`src/design/execPkg.sv`:
```
// Execute unit package: operand width, opcode and state enums, command and response structs
`default_nettype none

package execPkg;

  ////////////////////////////////////////
  // Widths
  ////////////////////////////////////////

  localparam int xLen = 32;               // Operand and result width

  ////////////////////////////////////////
  // Opcodes
  ////////////////////////////////////////

  typedef enum logic [3:0] {
    opAdd  = 4'd0,                        // a + b
    opSub  = 4'd1,                        // a - b
    opSll  = 4'd2,                        // Shift left logical by b[4:0]
    opSrl  = 4'd3,                        // Shift right logical
    opSra  = 4'd4,                        // Shift right arithmetic
    opSlt  = 4'd5,                        // Signed less-than
    opSltu = 4'd6,                        // Unsigned less-than
    opXor  = 4'd7,
    opOr   = 4'd8,
    opAnd  = 4'd9,
    opMul  = 4'd10                        // Low half of a * b, iterative
  } aluOp;

  // Controller states
  typedef enum logic [1:0] {
    stIdle = 2'd0,                        // Waiting for req
    stRun  = 2'd1,                        // Command held, single-cycle result or mul start
    stMul  = 2'd2,                        // Shift-add iterations
    stDone = 2'd3                         // ack high until req drops
  } execState;

  ////////////////////////////////////////
  // Handshake payloads
  ////////////////////////////////////////

  typedef struct packed {
    aluOp            op;                  // 4 bits
    logic [xLen-1:0] a;
    logic [xLen-1:0] b;
  } execReq;                              // 68 bits, valid with req

  typedef struct packed {
    logic [xLen-1:0] result;
  } execResp;                             // Valid while ack is high

endpackage

`default_nettype wire

```
`src/design/shifter.sv`:
```
// Barrel shifter: logical and arithmetic right shifts, left shift through bit reversal
`timescale 1ns/1ps
`default_nettype none

module shifter import execPkg::*; (
  input  logic [xLen-1:0] a,              // Operand
  input  logic [4:0]      amt,            // Shift amount
  input  logic            right,          // 1 = right shift
  input  logic            arith,          // Sign fill on right shift
  output logic [xLen-1:0] y
);

  logic [xLen-1:0] revA;                  // Operand reversed for left shifts
  logic [xLen-1:0] revOut;                // Shifter output reversed back
  logic [xLen-1:0] stg [0:5];             // Barrel stages
  logic            fill;                  // Bit shifted in from the top

  // Left shift = reverse, shift right, reverse
  always_comb begin
    for (int i = 0; i < xLen; i++) begin
      revA[i]   = a[xLen-1-i];
      revOut[i] = stg[5][xLen-1-i];
    end
  end

  assign fill   = right & arith & a[xLen-1];  // Zero fill for left and logical shifts
  assign stg[0] = right ? a : revA;

  ////////////////////////////////////////
  // Log stages, 1/2/4/8/16
  ////////////////////////////////////////

  for (genvar i = 0; i < 5; i++) begin : gStage
    localparam int sh = 2 ** i;
    assign stg[i+1] = amt[i] ? {{sh{fill}}, stg[i][xLen-1:sh]} : stg[i];
  end

  assign y = right ? stg[5] : revOut;

endmodule

`default_nettype wire

```
`src/design/alu.sv`:
```
// Single-cycle ALU: shared adder/subtractor, compare flags, shifter and logic ops, result select
`timescale 1ns/1ps
`default_nettype none

module alu import execPkg::*; (
  input  aluOp            op,             // Opcode from the controller
  input  logic [xLen-1:0] a,
  input  logic [xLen-1:0] b,
  output logic [xLen-1:0] result
);

  logic            subArith;              // Subtract, or arithmetic shift
  logic            shRight;               // Shift direction
  logic [2:0]      resSel;                // Result mux select
  logic [xLen-1:0] condInvB;              // ~b when subtracting
  logic [xLen-1:0] sum;                   // Adder output
  logic [xLen-1:0] shiftY;                // Shifter output
  logic            carry;                 // Adder carry out
  logic            neg, aSign, bSign;
  logic            lt, ltu;                // Compare flags

  ////////////////////////////////////////
  // Opcode decode
  ////////////////////////////////////////

  always_comb begin
    subArith = 1'b0;
    shRight  = 1'b0;
    resSel   = 3'd7;                      // Zero unless decoded
    case (op)
      opAdd:  resSel = 3'd0;
      opSub:  begin subArith = 1'b1; resSel = 3'd0; end
      opSll:  resSel = 3'd1;
      opSrl:  begin shRight = 1'b1; resSel = 3'd1; end
      opSra:  begin shRight = 1'b1; subArith = 1'b1; resSel = 3'd1; end
      opSlt:  begin subArith = 1'b1; resSel = 3'd2; end
      opSltu: begin subArith = 1'b1; resSel = 3'd3; end
      opXor:  resSel = 3'd4;
      opOr:   resSel = 3'd5;
      opAnd:  resSel = 3'd6;
      default: resSel = 3'd7;             // opMul handled by the iterative path
    endcase
  end

  // One adder for add, sub, slt, sltu
  assign condInvB       = subArith ? ~b : b;
  assign {carry, sum}   = {1'b0, a} + {1'b0, condInvB} + {{xLen{1'b0}}, subArith};

  // Shift amount is the low 5 bits of b
  shifter sh (.a(a), .amt(b[4:0]), .right(shRight), .arith(subArith), .y(shiftY));

  ////////////////////////////////////////
  // Flags from a - b
  ////////////////////////////////////////

  // Signed compare without a separate overflow flag
  assign neg   = sum[xLen-1];
  assign aSign = a[xLen-1];
  assign bSign = b[xLen-1];
  assign lt    = (aSign & ~bSign) | (aSign & neg) | (~bSign & neg);
  assign ltu   = ~carry;                  // Borrow out of the subtraction

  // Result select
  always_comb begin
    case (resSel)
      3'd0:    result = sum;                          // add, sub
      3'd1:    result = shiftY;                       // sll, srl, sra
      3'd2:    result = {{(xLen-1){1'b0}}, lt};       // slt
      3'd3:    result = {{(xLen-1){1'b0}}, ltu};      // sltu
      3'd4:    result = a ^ b;
      3'd5:    result = a | b;
      3'd6:    result = a & b;
      default: result = '0;
    endcase
  end

endmodule

`default_nettype wire

```
`src/design/mulIter.sv`:
```
// Shift-add multiplier datapath: multiplicand, multiplier and accumulator, one partial product per step
`timescale 1ns/1ps
`default_nettype none

module mulIter import execPkg::*; #(
  parameter int mulSteps = 32             // Iterations = multiplier bits used
) (
  input  logic            clk,
  input  logic            rstN,
  input  logic            start,          // Load operands, clear accumulator
  input  logic            en,             // Advance one step
  input  logic [xLen-1:0] a,
  input  logic [xLen-1:0] b,
  output logic [xLen-1:0] product         // Accumulator after the current step
);

  // Only the low mulSteps bits of b take part
  localparam logic [xLen-1:0] bMask =
    (mulSteps >= xLen) ? {xLen{1'b1}} : {xLen{1'b1}} >> (xLen - mulSteps);

  logic [xLen-1:0] mcand;                 // Multiplicand, shifts left
  logic [xLen-1:0] mplier;                // Multiplier, shifts right
  logic [xLen-1:0] acc;                   // Running sum, low bits only
  logic [xLen-1:0] accNext;

  // Partial product added when the low multiplier bit is set
  assign accNext = acc + (mplier[0] ? mcand : '0);

  ////////////////////////////////////////
  // Step registers
  ////////////////////////////////////////

  always_ff @(posedge clk) begin
    if (!rstN) begin
      acc    <= '0;
      mplier <= '0;
    end else if (start) begin
      acc    <= '0;
      mplier <= b & bMask;
    end else if (en) begin
      acc    <= accNext;
      mplier <= mplier >> 1;
    end
  end

  // Multiplicand datapath
  always_ff @(posedge clk) begin
    if (start) mcand <= a;
    else if (en) mcand <= mcand << 1;     // Upper bits drop off
  end

  // Controller latches this on the last step, so it includes that step
  assign product = accNext;

endmodule

`default_nettype wire

```
`src/design/stepCounter.sv`:
```
// Loadable down-counter pacing multi-cycle operations, flags the final step
`timescale 1ns/1ps
`default_nettype none

module stepCounter #(
  parameter int mulSteps = 32             // Steps per operation
) (
  input  logic clk,
  input  logic rstN,
  input  logic load,                      // Start of an operation
  input  logic en,                        // Count one step
  output logic lastStep                   // Count has reached zero
);

  localparam int cntW = (mulSteps > 1) ? $clog2(mulSteps) : 1;

  logic [cntW-1:0] count;

  always_ff @(posedge clk) begin
    if (!rstN) begin
      count <= '0;
    end else if (load) begin
      count <= cntW'(mulSteps - 1);       // mulSteps cycles down to zero
    end else if (en && (count != '0)) begin
      count <= count - 1'b1;
    end
  end

  assign lastStep = (count == '0);

endmodule

`default_nettype wire

```
`src/design/execCtrl.sv`:
```
// Execute controller: handshake FSM, command capture, path choice and result latch
`timescale 1ns/1ps
`default_nettype none

module execCtrl import execPkg::*; (
  input  logic            clk,
  input  logic            rstN,
  input  logic            req,
  input  execReq          cmd,
  output logic            ack,
  output execResp         rsp,
  output execPkg::aluOp   aluOp,          // Captured opcode to the ALU
  output logic [xLen-1:0] opA,
  output logic [xLen-1:0] opB,
  input  logic [xLen-1:0] aluResult,
  output logic            mulStart,       // Load counter and multiplier
  output logic            stepEn,         // Advance multiplier and counter
  input  logic            lastStep,
  input  logic [xLen-1:0] mulProduct
);

  execState state, stateNext;
  execReq   cmdQ;                         // Command held for the whole transaction
  logic     isMul;                        // Iterative path
  logic     latchRes;                     // Write rsp this cycle
  logic [xLen-1:0] resNext;

  ////////////////////////////////////////
  // State machine
  ////////////////////////////////////////

  always_ff @(posedge clk) begin
    if (!rstN) state <= stIdle;
    else       state <= stateNext;
  end

  always_comb begin
    stateNext = state;
    case (state)
      stIdle: if (req) stateNext = stRun;        // New command
      stRun:  stateNext = isMul ? stMul : stDone;
      stMul:  if (lastStep) stateNext = stDone;  // Final shift-add step
      stDone: if (!req) stateNext = stIdle;      // Requester released
      default: stateNext = stIdle;
    endcase
  end

  // Capture only when accepting
  always_ff @(posedge clk) begin
    if ((state == stIdle) && req) cmdQ <= cmd;
  end

  assign isMul = (cmdQ.op == opMul);

  ////////////////////////////////////////
  // Result latch
  ////////////////////////////////////////

  always_comb begin
    latchRes = 1'b0;
    resNext  = aluResult;
    if ((state == stRun) && !isMul) begin
      latchRes = 1'b1;                    // Single-cycle result
    end else if ((state == stMul) && lastStep) begin
      latchRes = 1'b1;
      resNext  = mulProduct;
    end
  end

  // Held stable through stDone
  always_ff @(posedge clk) begin
    if (latchRes) rsp.result <= resNext;
  end

  // Datapath controls
  assign aluOp    = cmdQ.op;
  assign opA      = cmdQ.a;
  assign opB      = cmdQ.b;
  assign mulStart = (state == stRun) && isMul;  // One-cycle pulse
  assign stepEn   = (state == stMul);
  assign ack      = (state == stDone);    // Falls the edge after req is seen low

endmodule

`default_nettype wire

```
`src/design/execUnit.sv`:
```
// Execute unit top level: controller, step counter, ALU and iterative multiplier
`timescale 1ns/1ps
`default_nettype none

module execUnit import execPkg::*; #(
  parameter int mulSteps = 32             // Shift-add iterations for opMul
) (
  input  logic    clk,
  input  logic    rstN,
  input  logic    req,                    // Four-phase request
  input  execReq  cmd,                    // Stable while req is high
  output logic    ack,
  output execResp rsp                     // Valid while ack is high
);

  ////////////////////////////////////////
  // Internal wires
  ////////////////////////////////////////

  aluOp            aluOpSel;              // Captured opcode
  logic [xLen-1:0] opA, opB;              // Captured operands
  logic [xLen-1:0] aluResult;
  logic [xLen-1:0] mulProduct;
  logic            mulStart, stepEn, lastStep;

  // Handshake and sequencing
  execCtrl u_execCtrl (
    .clk        (clk),
    .rstN       (rstN),
    .req        (req),
    .cmd        (cmd),
    .ack        (ack),
    .rsp        (rsp),
    .aluOp      (aluOpSel),
    .opA        (opA),
    .opB        (opB),
    .aluResult  (aluResult),
    .mulStart   (mulStart),
    .stepEn     (stepEn),
    .lastStep   (lastStep),
    .mulProduct (mulProduct)
  );

  // Single-cycle ops
  alu u_alu (.op(aluOpSel), .a(opA), .b(opB), .result(aluResult));

  ////////////////////////////////////////
  // Multi-cycle path
  ////////////////////////////////////////

  stepCounter #(.mulSteps(mulSteps)) u_stepCounter (
    .clk      (clk),
    .rstN     (rstN),
    .load     (mulStart),
    .en       (stepEn),
    .lastStep (lastStep)
  );

  mulIter #(.mulSteps(mulSteps)) u_mulIter (
    .clk     (clk),
    .rstN    (rstN),
    .start   (mulStart),
    .en      (stepEn),
    .a       (opA),
    .b       (opB),
    .product (mulProduct)
  );

endmodule

`default_nettype wire

```
`config.mk`:
```
export PLATFORM = sky130hd
export DESIGN_NAME = execUnit
export DESIGN_NICKNAME = d
export VERILOG_FILES = /design/src/design/execPkg.sv /design/src/design/shifter.sv /design/src/design/alu.sv /design/src/design/mulIter.sv /design/src/design/stepCounter.sv /design/src/design/execCtrl.sv /design/src/design/execUnit.sv
export SDC_FILE = /design/constraint.sdc
export NUM_CORES = 1
export LEC_CHECK = 0
export ABC_AREA = 1
export BUFFER_PORTS_ARGS = -buffer_cell sky130_fd_sc_hd__buf_2
export CAP_MARGIN = 0
export CELL_PAD_IN_SITES_DETAIL_PLACEMENT = 1
export CELL_PAD_IN_SITES_GLOBAL_PLACEMENT = 1
export CORE_ASPECT_RATIO = 0.9
export CORE_MARGIN = 8
export CORE_UTILIZATION = 30
export CTS_CLUSTER_DIAMETER = 120
export DETAILED_ROUTE_END_ITERATION = 10
export HOLD_SLACK_MARGIN = 0.03
export PLACE_DENSITY = 0.62
export SYNTH_ARGS = -nofsm -noshare
export SYNTH_HDL_FRONTEND = slang
export SYNTH_HIERARCHICAL = 1
export SYNTH_SLANG_ARGS = --single-unit
export TNS_END_PERCENT = 100
```
`constraint.sdc`:
```
create_clock -name clk -period 7 [get_ports clk]
set_clock_uncertainty 0.15 [all_clocks]
set_input_delay 0.7 -clock clk [delete_from_list [all_inputs] [get_ports clk]]
set_output_delay 0.7 -clock clk [all_outputs]
set_load 0.03 [all_outputs]
```
==> results of run 1 <==
[cells in the final DEF, fill, tap and decap left out, types with 4 or more instances in the layout]
master     instances
nor3_1            30
buf_4             22
buf_2            103
nor2_2             7
a31oi_1           17
o21ai_0           67
o21ai_2           34
a211oi_1          15
edfxtp_1         132
inv_1            356
xnor2_1            4
inv_2             12
dfxtp_1           71
clkinv_1           4
a21oi_1           64
nand2_2           16
or2_1              4
a221oi_1          28
ha_1             133
clkbuf_1           7
o21bai_1          13
nor2_1           174
nand4_1            6
nand3b_1           7
xor2_1            42
o21ai_1           10
nor2_4             5
clkbuf_16         27
o221ai_1          16
nand2_1          782
nand3_1          374
nand3_2            7
a21o_1             7
a21boi_0          14
[cell families after synthesis]
kind of cell,count (synthesis),synth area share
XOR/XNOR,47,0.0239
buffers and inverters,474,0.110
AO/OA/AOI/OAI,305,0.115
adder cells (fa/ha/maj),136,0.0979
AND/OR/NAND/NOR,1422,0.346
flip-flops,203,0.307
[sequential cells by signal, indices dropped and copies added, names as in the netlist]
signal,count
u_mulIter/mplier,32
u_mulIter/acc,32
u_mulIter/mcand,32
u_execCtrl/opA,32
u_execCtrl/state,2
u_execCtrl/rsp,32
u_execCtrl/aluOp,4
u_stepCounter/count,5
u_execCtrl/opB,32
[layer usage]
metal / routed length [um] / vias to the layer above / GRT usage
met3: 4190 / 110 / 0.0332
met4: 2650 / 2 / 0.0702
li1: - / 8558 / -
met5: 13 / - / 0
met1: 35100 / 8545 / 0.300
met2: 31500 / 469 / 0.332
[report_power, final]
part | internal [W] | switching [W] | total (W)
Combinational | 0.00130 | 0.00311 | 0.00441
Sequential | 0.00179 | 0.000417 | 0.00221
Clock | 0.000757 | 0.000544 | 0.00130
[critical path, cell delays in order (launching register included)]
cell      delay, ns
edfxtp_1       0.51
nor2_1         0.20
inv_1          0.15
o21ai_4        0.17
inv_2          0.28
buf_4          0.36
nand2_1        0.13
nand3_1        0.11
nand3_1        0.15
nand2_1        0.09
nand2_1        0.11
nand2_1        0.08
nand2_1        0.09
nand2_1        0.07
nand2_1        0.08
nand2_1        0.08
nand2_1        0.09
nand2_1        0.13
a221oi_1       0.70
nand2_1        0.13
nand2_1        0.12
o21ai_2        0.06
[final timing paths]
path,start,endpoint
worst min-delay path,cmd[1],u_execCtrl/opB[1]
worst max register to register,u_execCtrl/aluOp[3],u_execCtrl/rsp[28]
worst max-delay path,u_execCtrl/aluOp[3],u_execCtrl/rsp[28]
worst min register to register,u_stepCounter/count[4],u_stepCounter/count[4]
[through the flow]
| step | utilization | setup WS [ns] | cells |
|---|---|---|---|
| floorplan | - | 4.02 | 2587 |
| finish | 0.336 | 2.70 | 3427 |
| global placement | 0.321 | 2.89 | 3381 |
| global route | 0.336 | 2.35 | 3427 |
| CTS | 0.336 | 2.85 | 3427 |
| detailed placement | 0.321 | 2.86 | 3381 |
[synthesized netlist by cell type, types with 4 or more instances]
cell type	count
dfxtp_1	71
a21o_1	7
or2_1	4
nand2_2	16
nand3b_1	7
xnor2_1	4
o21ai_2	34
buf_4	5
a31oi_1	17
o21ai_1	10
inv_1	358
ha_1	134
nand3_1	374
nor3_1	30
o221ai_1	16
a21boi_0	14
a211oi_1	15
nor2_2	6
clkbuf_1	43
nor2_1	178
a221oi_1	28
a21oi_1	64
edfxtp_1	132
inv_2	10
xor2_1	42
nand3_2	7
buf_1	12
o21bai_1	13
nand4_1	6
nand2_1	782
o21ai_0	68
buf_6	9
buf_2	34
[cell type report]
class,instances,area (sq um)
fill,7358,38600
multi-input combinational,1910,10300
sequential,203,5390
inverter,369,1390
tap,774,968
clock buffer,35,716
timing repair buffer,125,681
clock inverter,11,104
==> flow_metrics.py, run 1 <==
metrics = {
    "sta": {
        "relSlewSlack": 0.240,
        "rsz0062_at_grt": "no",
        "finalCritPeriodShare": 0.615,
        "max_freq_mhz": 232,
        "tightest_slew_ns": 1.14,
        "min_period_ns": 4.30,
        "slew_violations": 0,
        "fin_setup_tns_ns": 0,
        "setup_violations": 0,
        "whs_ns": 0.169,
        "hold_violations": 0,
    },
    "final_layout": {
        "diodes": 0,
        "num-nets-final": 2841,
        "area_delta_synth_final_pct": 11.3,
        "stdcell_area_sq_mm": 0.0195,
        "drive_above_1_share": 0.0965,
    },
    "clock_tree": {
        "ctsResizeCount": 0,
        "clkTransAtPathRegs_ns": 0.06,
        "htree_levels": 1,
        "cts.sinks": 203,
        "cts_setup_buffers": 0,
        "cts_hold_buffers": 0,
        "ctsLongestPathBuffers": 3,
        "cts_buffers": 25,
        "cts-root-buf": "clkbuf_16",
        "clock_latency_ns": 0.55,
        "cts_tree": "built",
    },
    "route": {
        "first_pass_iters": 7,
        "viasPerCell": 5.16,
        "num_vias": 17700,
        "drt_iter0_markers": 1423,
        "ant_nets": 0,
        "route.detailed.drc": 0,
        "routed_wirelength_um": 73400,
        "wl_per_cell_um": 21.4,
    },
    "synth": {
        "synth.avg_cell_area_sq_um": 6.78,
        "synth-main-ff-cell": "edfxtp_1",
        "synth_edf_count": 132,
        "yosys-top-cells-area": "edfxtp_1, nand2_1, nand3_1",
        "synthArstFlopShare": 0,
        "synthCells": 2587,
        "syn-num-nets": 2794,
        "synth_seq_area_share": 0.307,
        "synth_largest_area_cell": "edfxtp_1",
        "yosysTopAreaCellShare": 0.226,
        "synth_cell_types": 54,
        "ys_ff_latch": 203,
        "ys_warn_count": 6,
        "syn_area_sq_mm": 0.0175,
    },
    "die": {
        "dieArea_sq_mm": 0.0664,
        "die_y_um": 245,
        "io_pins": 104,
        "row_count": 84,
        "core_region_area_sq_mm": 0.0581,
        "die_x_um": 271,
        "initial_utilization": 0.302,
    },
    "setup_path": {
        "critical_path.max_fanout": 35,
        "end_kind": "flip-flop",
        "startpoint_type": "flip-flop",
        "required_ns": 7.13,
        "crit_arrival_ns": 4.44,
        "r2r_setup_slack_ns": 2.70,
        "path_class": "flip-flop to flip-flop",
        "ff2ff_path_depth": 21,
    },
    "placed_design": {
        "placed_area_sq_mm": 0.0187,
        "place.gp.congestion": 0.955,
        "portBuffers": 103,
        "post-dp-hpwl_um": 57400,
    },
    "pwr": {
        "power_density_mw_per_mm2": 406,
        "ir_worst_vdd_mv": 0.220,
        "total_power_w": 0.00792,
        "leakage_nw": 9.81,
    },
    "global_routing": {
        "grt_max_degree": 78,
        "grt_use_total": 0.213,
        "grt_overflow": 0,
        "antenna_found_initial": 2,
        "grt_pass1_wl_um": 110000,
        "grt_pass1_vias": 18000,
    },
    "flow_run": {
        "drv_cap": 0,
    },
    "min_path": {
        "hp-class": "input pin to flip-flop",
        "whs_path_depth": 1,
    },
    "status": {
        "outcome": "finished, final reports clean",
    },
}
Power figures use the tool's default switching activity.
==> run 2, diff against run 1 <==
Clock period 7 ns to 4 ns, I/O delays scaled along.
==> flow_metrics.py, run 2 (same netlist as run 1, synthesis figures left out) <==
metrics = {
    "status": {
        "outcome": "finished, final reports clean",
    },
    "setup_path": {
        "critical_path.max_fanout": 34,
        "path_class": "flip-flop to flip-flop",
        "startpoint_type": "flip-flop",
        "r2r_setup_slack_ns": 0.17,
        "r2r_start": "u_execCtrl/aluOp[3]",
        "critical_path_buf_inv_count": 2,
        "required_ns": 4.13,
        "ff2ff_path_depth": 18,
        "crit_chain": "nor2_1 -> inv_1 -> o21ai_4 -> inv_2 -> nand2_1 -> nand3_1 -> nand3_1 -> nand3_1 -> nand3_1 -> nand2_1 -> nand2_1 -> nand2_1 -> nand2_1 -> nand2_1 -> a221oi_1 -> o21ai_0 -> nand2_1 -> o21ai_2",
        "slowest_delay_ns": 0.51,
        "cp_common_cell": "nand2_1",
        "cp_top_family": "simple AND/OR/NAND/NOR gates",
        "crit_arrival_ns": 3.96,
        "crit_path_top_delay_cell": "edfxtp_1",
        "end_kind": "flip-flop",
        "reg2reg_to": "u_execCtrl/rsp[18]",
    },
    "global_routing": {
        "grt_max_degree": 65,
        "grt.met3_usage": 0.0414,
        "grt_pass1_vias": 18800,
        "grt_busiest_layer": "met2",
        "gr-usage-met1": 0.309,
        "grt_overflow": 0,
        "grt_use_total": 0.225,
        "met2_usage": 0.352,
        "grt_pass1_wl_um": 116000,
        "antenna_found_initial": 1,
    },
    "placed_design": {
        "portBuffers": 103,
        "post-dp-hpwl_um": 60300,
        "dpl.cell_count": 3409,
        "place_ws_ns": 0.0524,
        "place.gp.congestion": 0.922,
    },
    "pwr": {
        "power_density_mw_per_mm2": 701,
        "seqPwrFrac": 0.267,
        "swShare": 0.508,
        "leakage_nw": 10.3,
        "p_int_w": 0.00709,
        "p_switching_w": 0.00733,
        "ir_worst_vdd_mv": 0.356,
        "pwr-share-clk": 0.177,
        "pwr-share-comb": 0.556,
    },
    "route": {
        "wl_per_cell_um": 21.8,
        "ant_nets": 0,
        "num_vias": 18200,
        "drt_iter0_markers": 1407,
        "route.detailed.drc": 0,
        "viasPerCell": 5.15,
        "routed_wirelength_um": 76800,
        "first_pass_iters": 5,
    },
    "die": {
        "die_y_um": 245,
        "dieArea_sq_mm": 0.0664,
        "core_region_area_sq_mm": 0.0581,
        "row_count": 84,
        "die_x_um": 271,
        "initial_utilization": 0.302,
        "io_pins": 104,
    },
    "min_path": {
        "hp-class": "input pin to flip-flop",
        "whs_path_depth": 5,
        "hp-start": "req",
        "holdPathEnd": "u_execCtrl/state[1]",
    },
    "final_layout": {
        "num-nets-final": 2941,
        "layoutNonFillerInstCount": 3528,
        "layout_common_cells": "nand2_1, nand3_1, inv_1",
        "drive_above_1_share": 0.108,
        "layout_commonest_cell": "nand2_1",
        "fillers": 7299,
        "area_delta_synth_final_pct": 17.3,
        "diodes": 0,
        "register_area_sq_mm": 0.00539,
        "multi_input_area_sq_mm": 0.0103,
    },
    "clock_tree": {
        "cts_buffers": 26,
        "cts.sinks": 203,
        "clock_latency_ns": 0.56,
        "cts-root-buf": "clkbuf_16",
        "clkTransAtPathRegs_ns": 0.07,
        "ctsLongestPathBuffers": 3,
        "htree_levels": 1,
        "cts_tree": "built",
    },
    "sta": {
        "max_freq_mhz": 261,
        "relSlewSlack": 0.357,
        "tightest_slew_ns": 0.965,
        "hold_violations": 0,
        "whs_ns": 0.117,
        "fin_setup_tns_ns": 0,
        "rsz0062_at_grt": "no",
        "worst_slack_ns": 0.173,
        "min_period_ns": 3.83,
        "slew_violations": 0,
        "setup_violations": 0,
        "finalCritPeriodShare": 0.957,
    },
    "flow_run": {
        "drv_cap": 0,
    },
}
-- run 2: cell count changes in the layout (fill, tap and decap cells not counted), sizes merged --
| cell | before | now |
|---|---|---|
| clkinvlp | 2 | 1 |
| buf | 125 | 156 |
| bufinv | 1 | 3 |
| dlygate4sd3 | 0 | 68 |
| clkbuf | 35 | 36 |
-- run 2: timing repair --
item	in CTS	in global routing
hold endpoints to repair	68	0
resized for setup	0	4
setup endpoints to repair	0	2
buffers inserted	0	3
hold buffers	68	0
-- run 2: metrics by stage --
| stage | utilization | area [sq um] | total power, W |
|---|---|---|---|
| after global routing | 0.354 | 20600 | 0.0154 |
| after detailed placement | 0.326 | 18900 | 0.0117 |
| after CTS | 0.353 | 20500 | 0.0144 |
| after global placement | 0.326 | 18900 | 0.0116 |
| after floorplan | - | 17500 | 0.00887 |
| final | 0.354 | 20600 | 0.0144 |
-- run 2: cell type report --
cell class | instances | share of cell area
sequential | 203 | 0.262
inverter | 369 | 0.0674
clock inverter | 12 | 0.00761
tap | 774 | 0.0471
clock buffer | 36 | 0.0374
timing repair buffer | 224 | 0.0793
multi-input combinational | 1910 | 0.499
-- run 2: tightest hold or removal path, stage by stage --
cell and delay [ns]:
buf_2 0.10, nand2_1 0.06, nand2_1 0.09, nor3_1 0.05, nor2_1 0.09
-- run 2: power by group through the flow --
| stage | logic (W) | clock network (W) | registers, W |
|---|---|---|---|
| 6_report | 0.00801 | 0.00255 | 0.00385 |
| 5_1_grt | 0.00882 | 0.00270 | 0.00392 |
| 3_5_place_dp | 0.00783 | 0 | 0.00389 |
| 4_1_cts | 0.00792 | 0.00262 | 0.00385 |
| 3_3_place_gp | 0.00770 | 0 | 0.00386 |
| 2_1_floorplan | 0.00503 | 0 | 0.00384 |
-- run 2: worst max path at each step --
stage	start	to	cells after the start
finish	u_execCtrl/aluOp[3]	u_execCtrl/rsp[18]	18
global route	u_execCtrl/aluOp[1]	u_execCtrl/rsp[21]	15
CTS	u_execCtrl/aluOp[0]	u_execCtrl/rsp[21]	15
detailed placement	u_execCtrl/aluOp[0]	u_execCtrl/rsp[21]	15
global placement	u_execCtrl/aluOp[0]	u_execCtrl/rsp[29]	16
floorplan	u_execCtrl/aluOp[0]	u_execCtrl/rsp[29]	16
-- run 2: per-layer routing --
layer / up-vias / share of wire
met5: - / 0.00017
met4: 2 / 0.041
met3: 102 / 0.057
met2: 517 / 0.43
met1: 8805 / 0.48
li1: 8758 / -
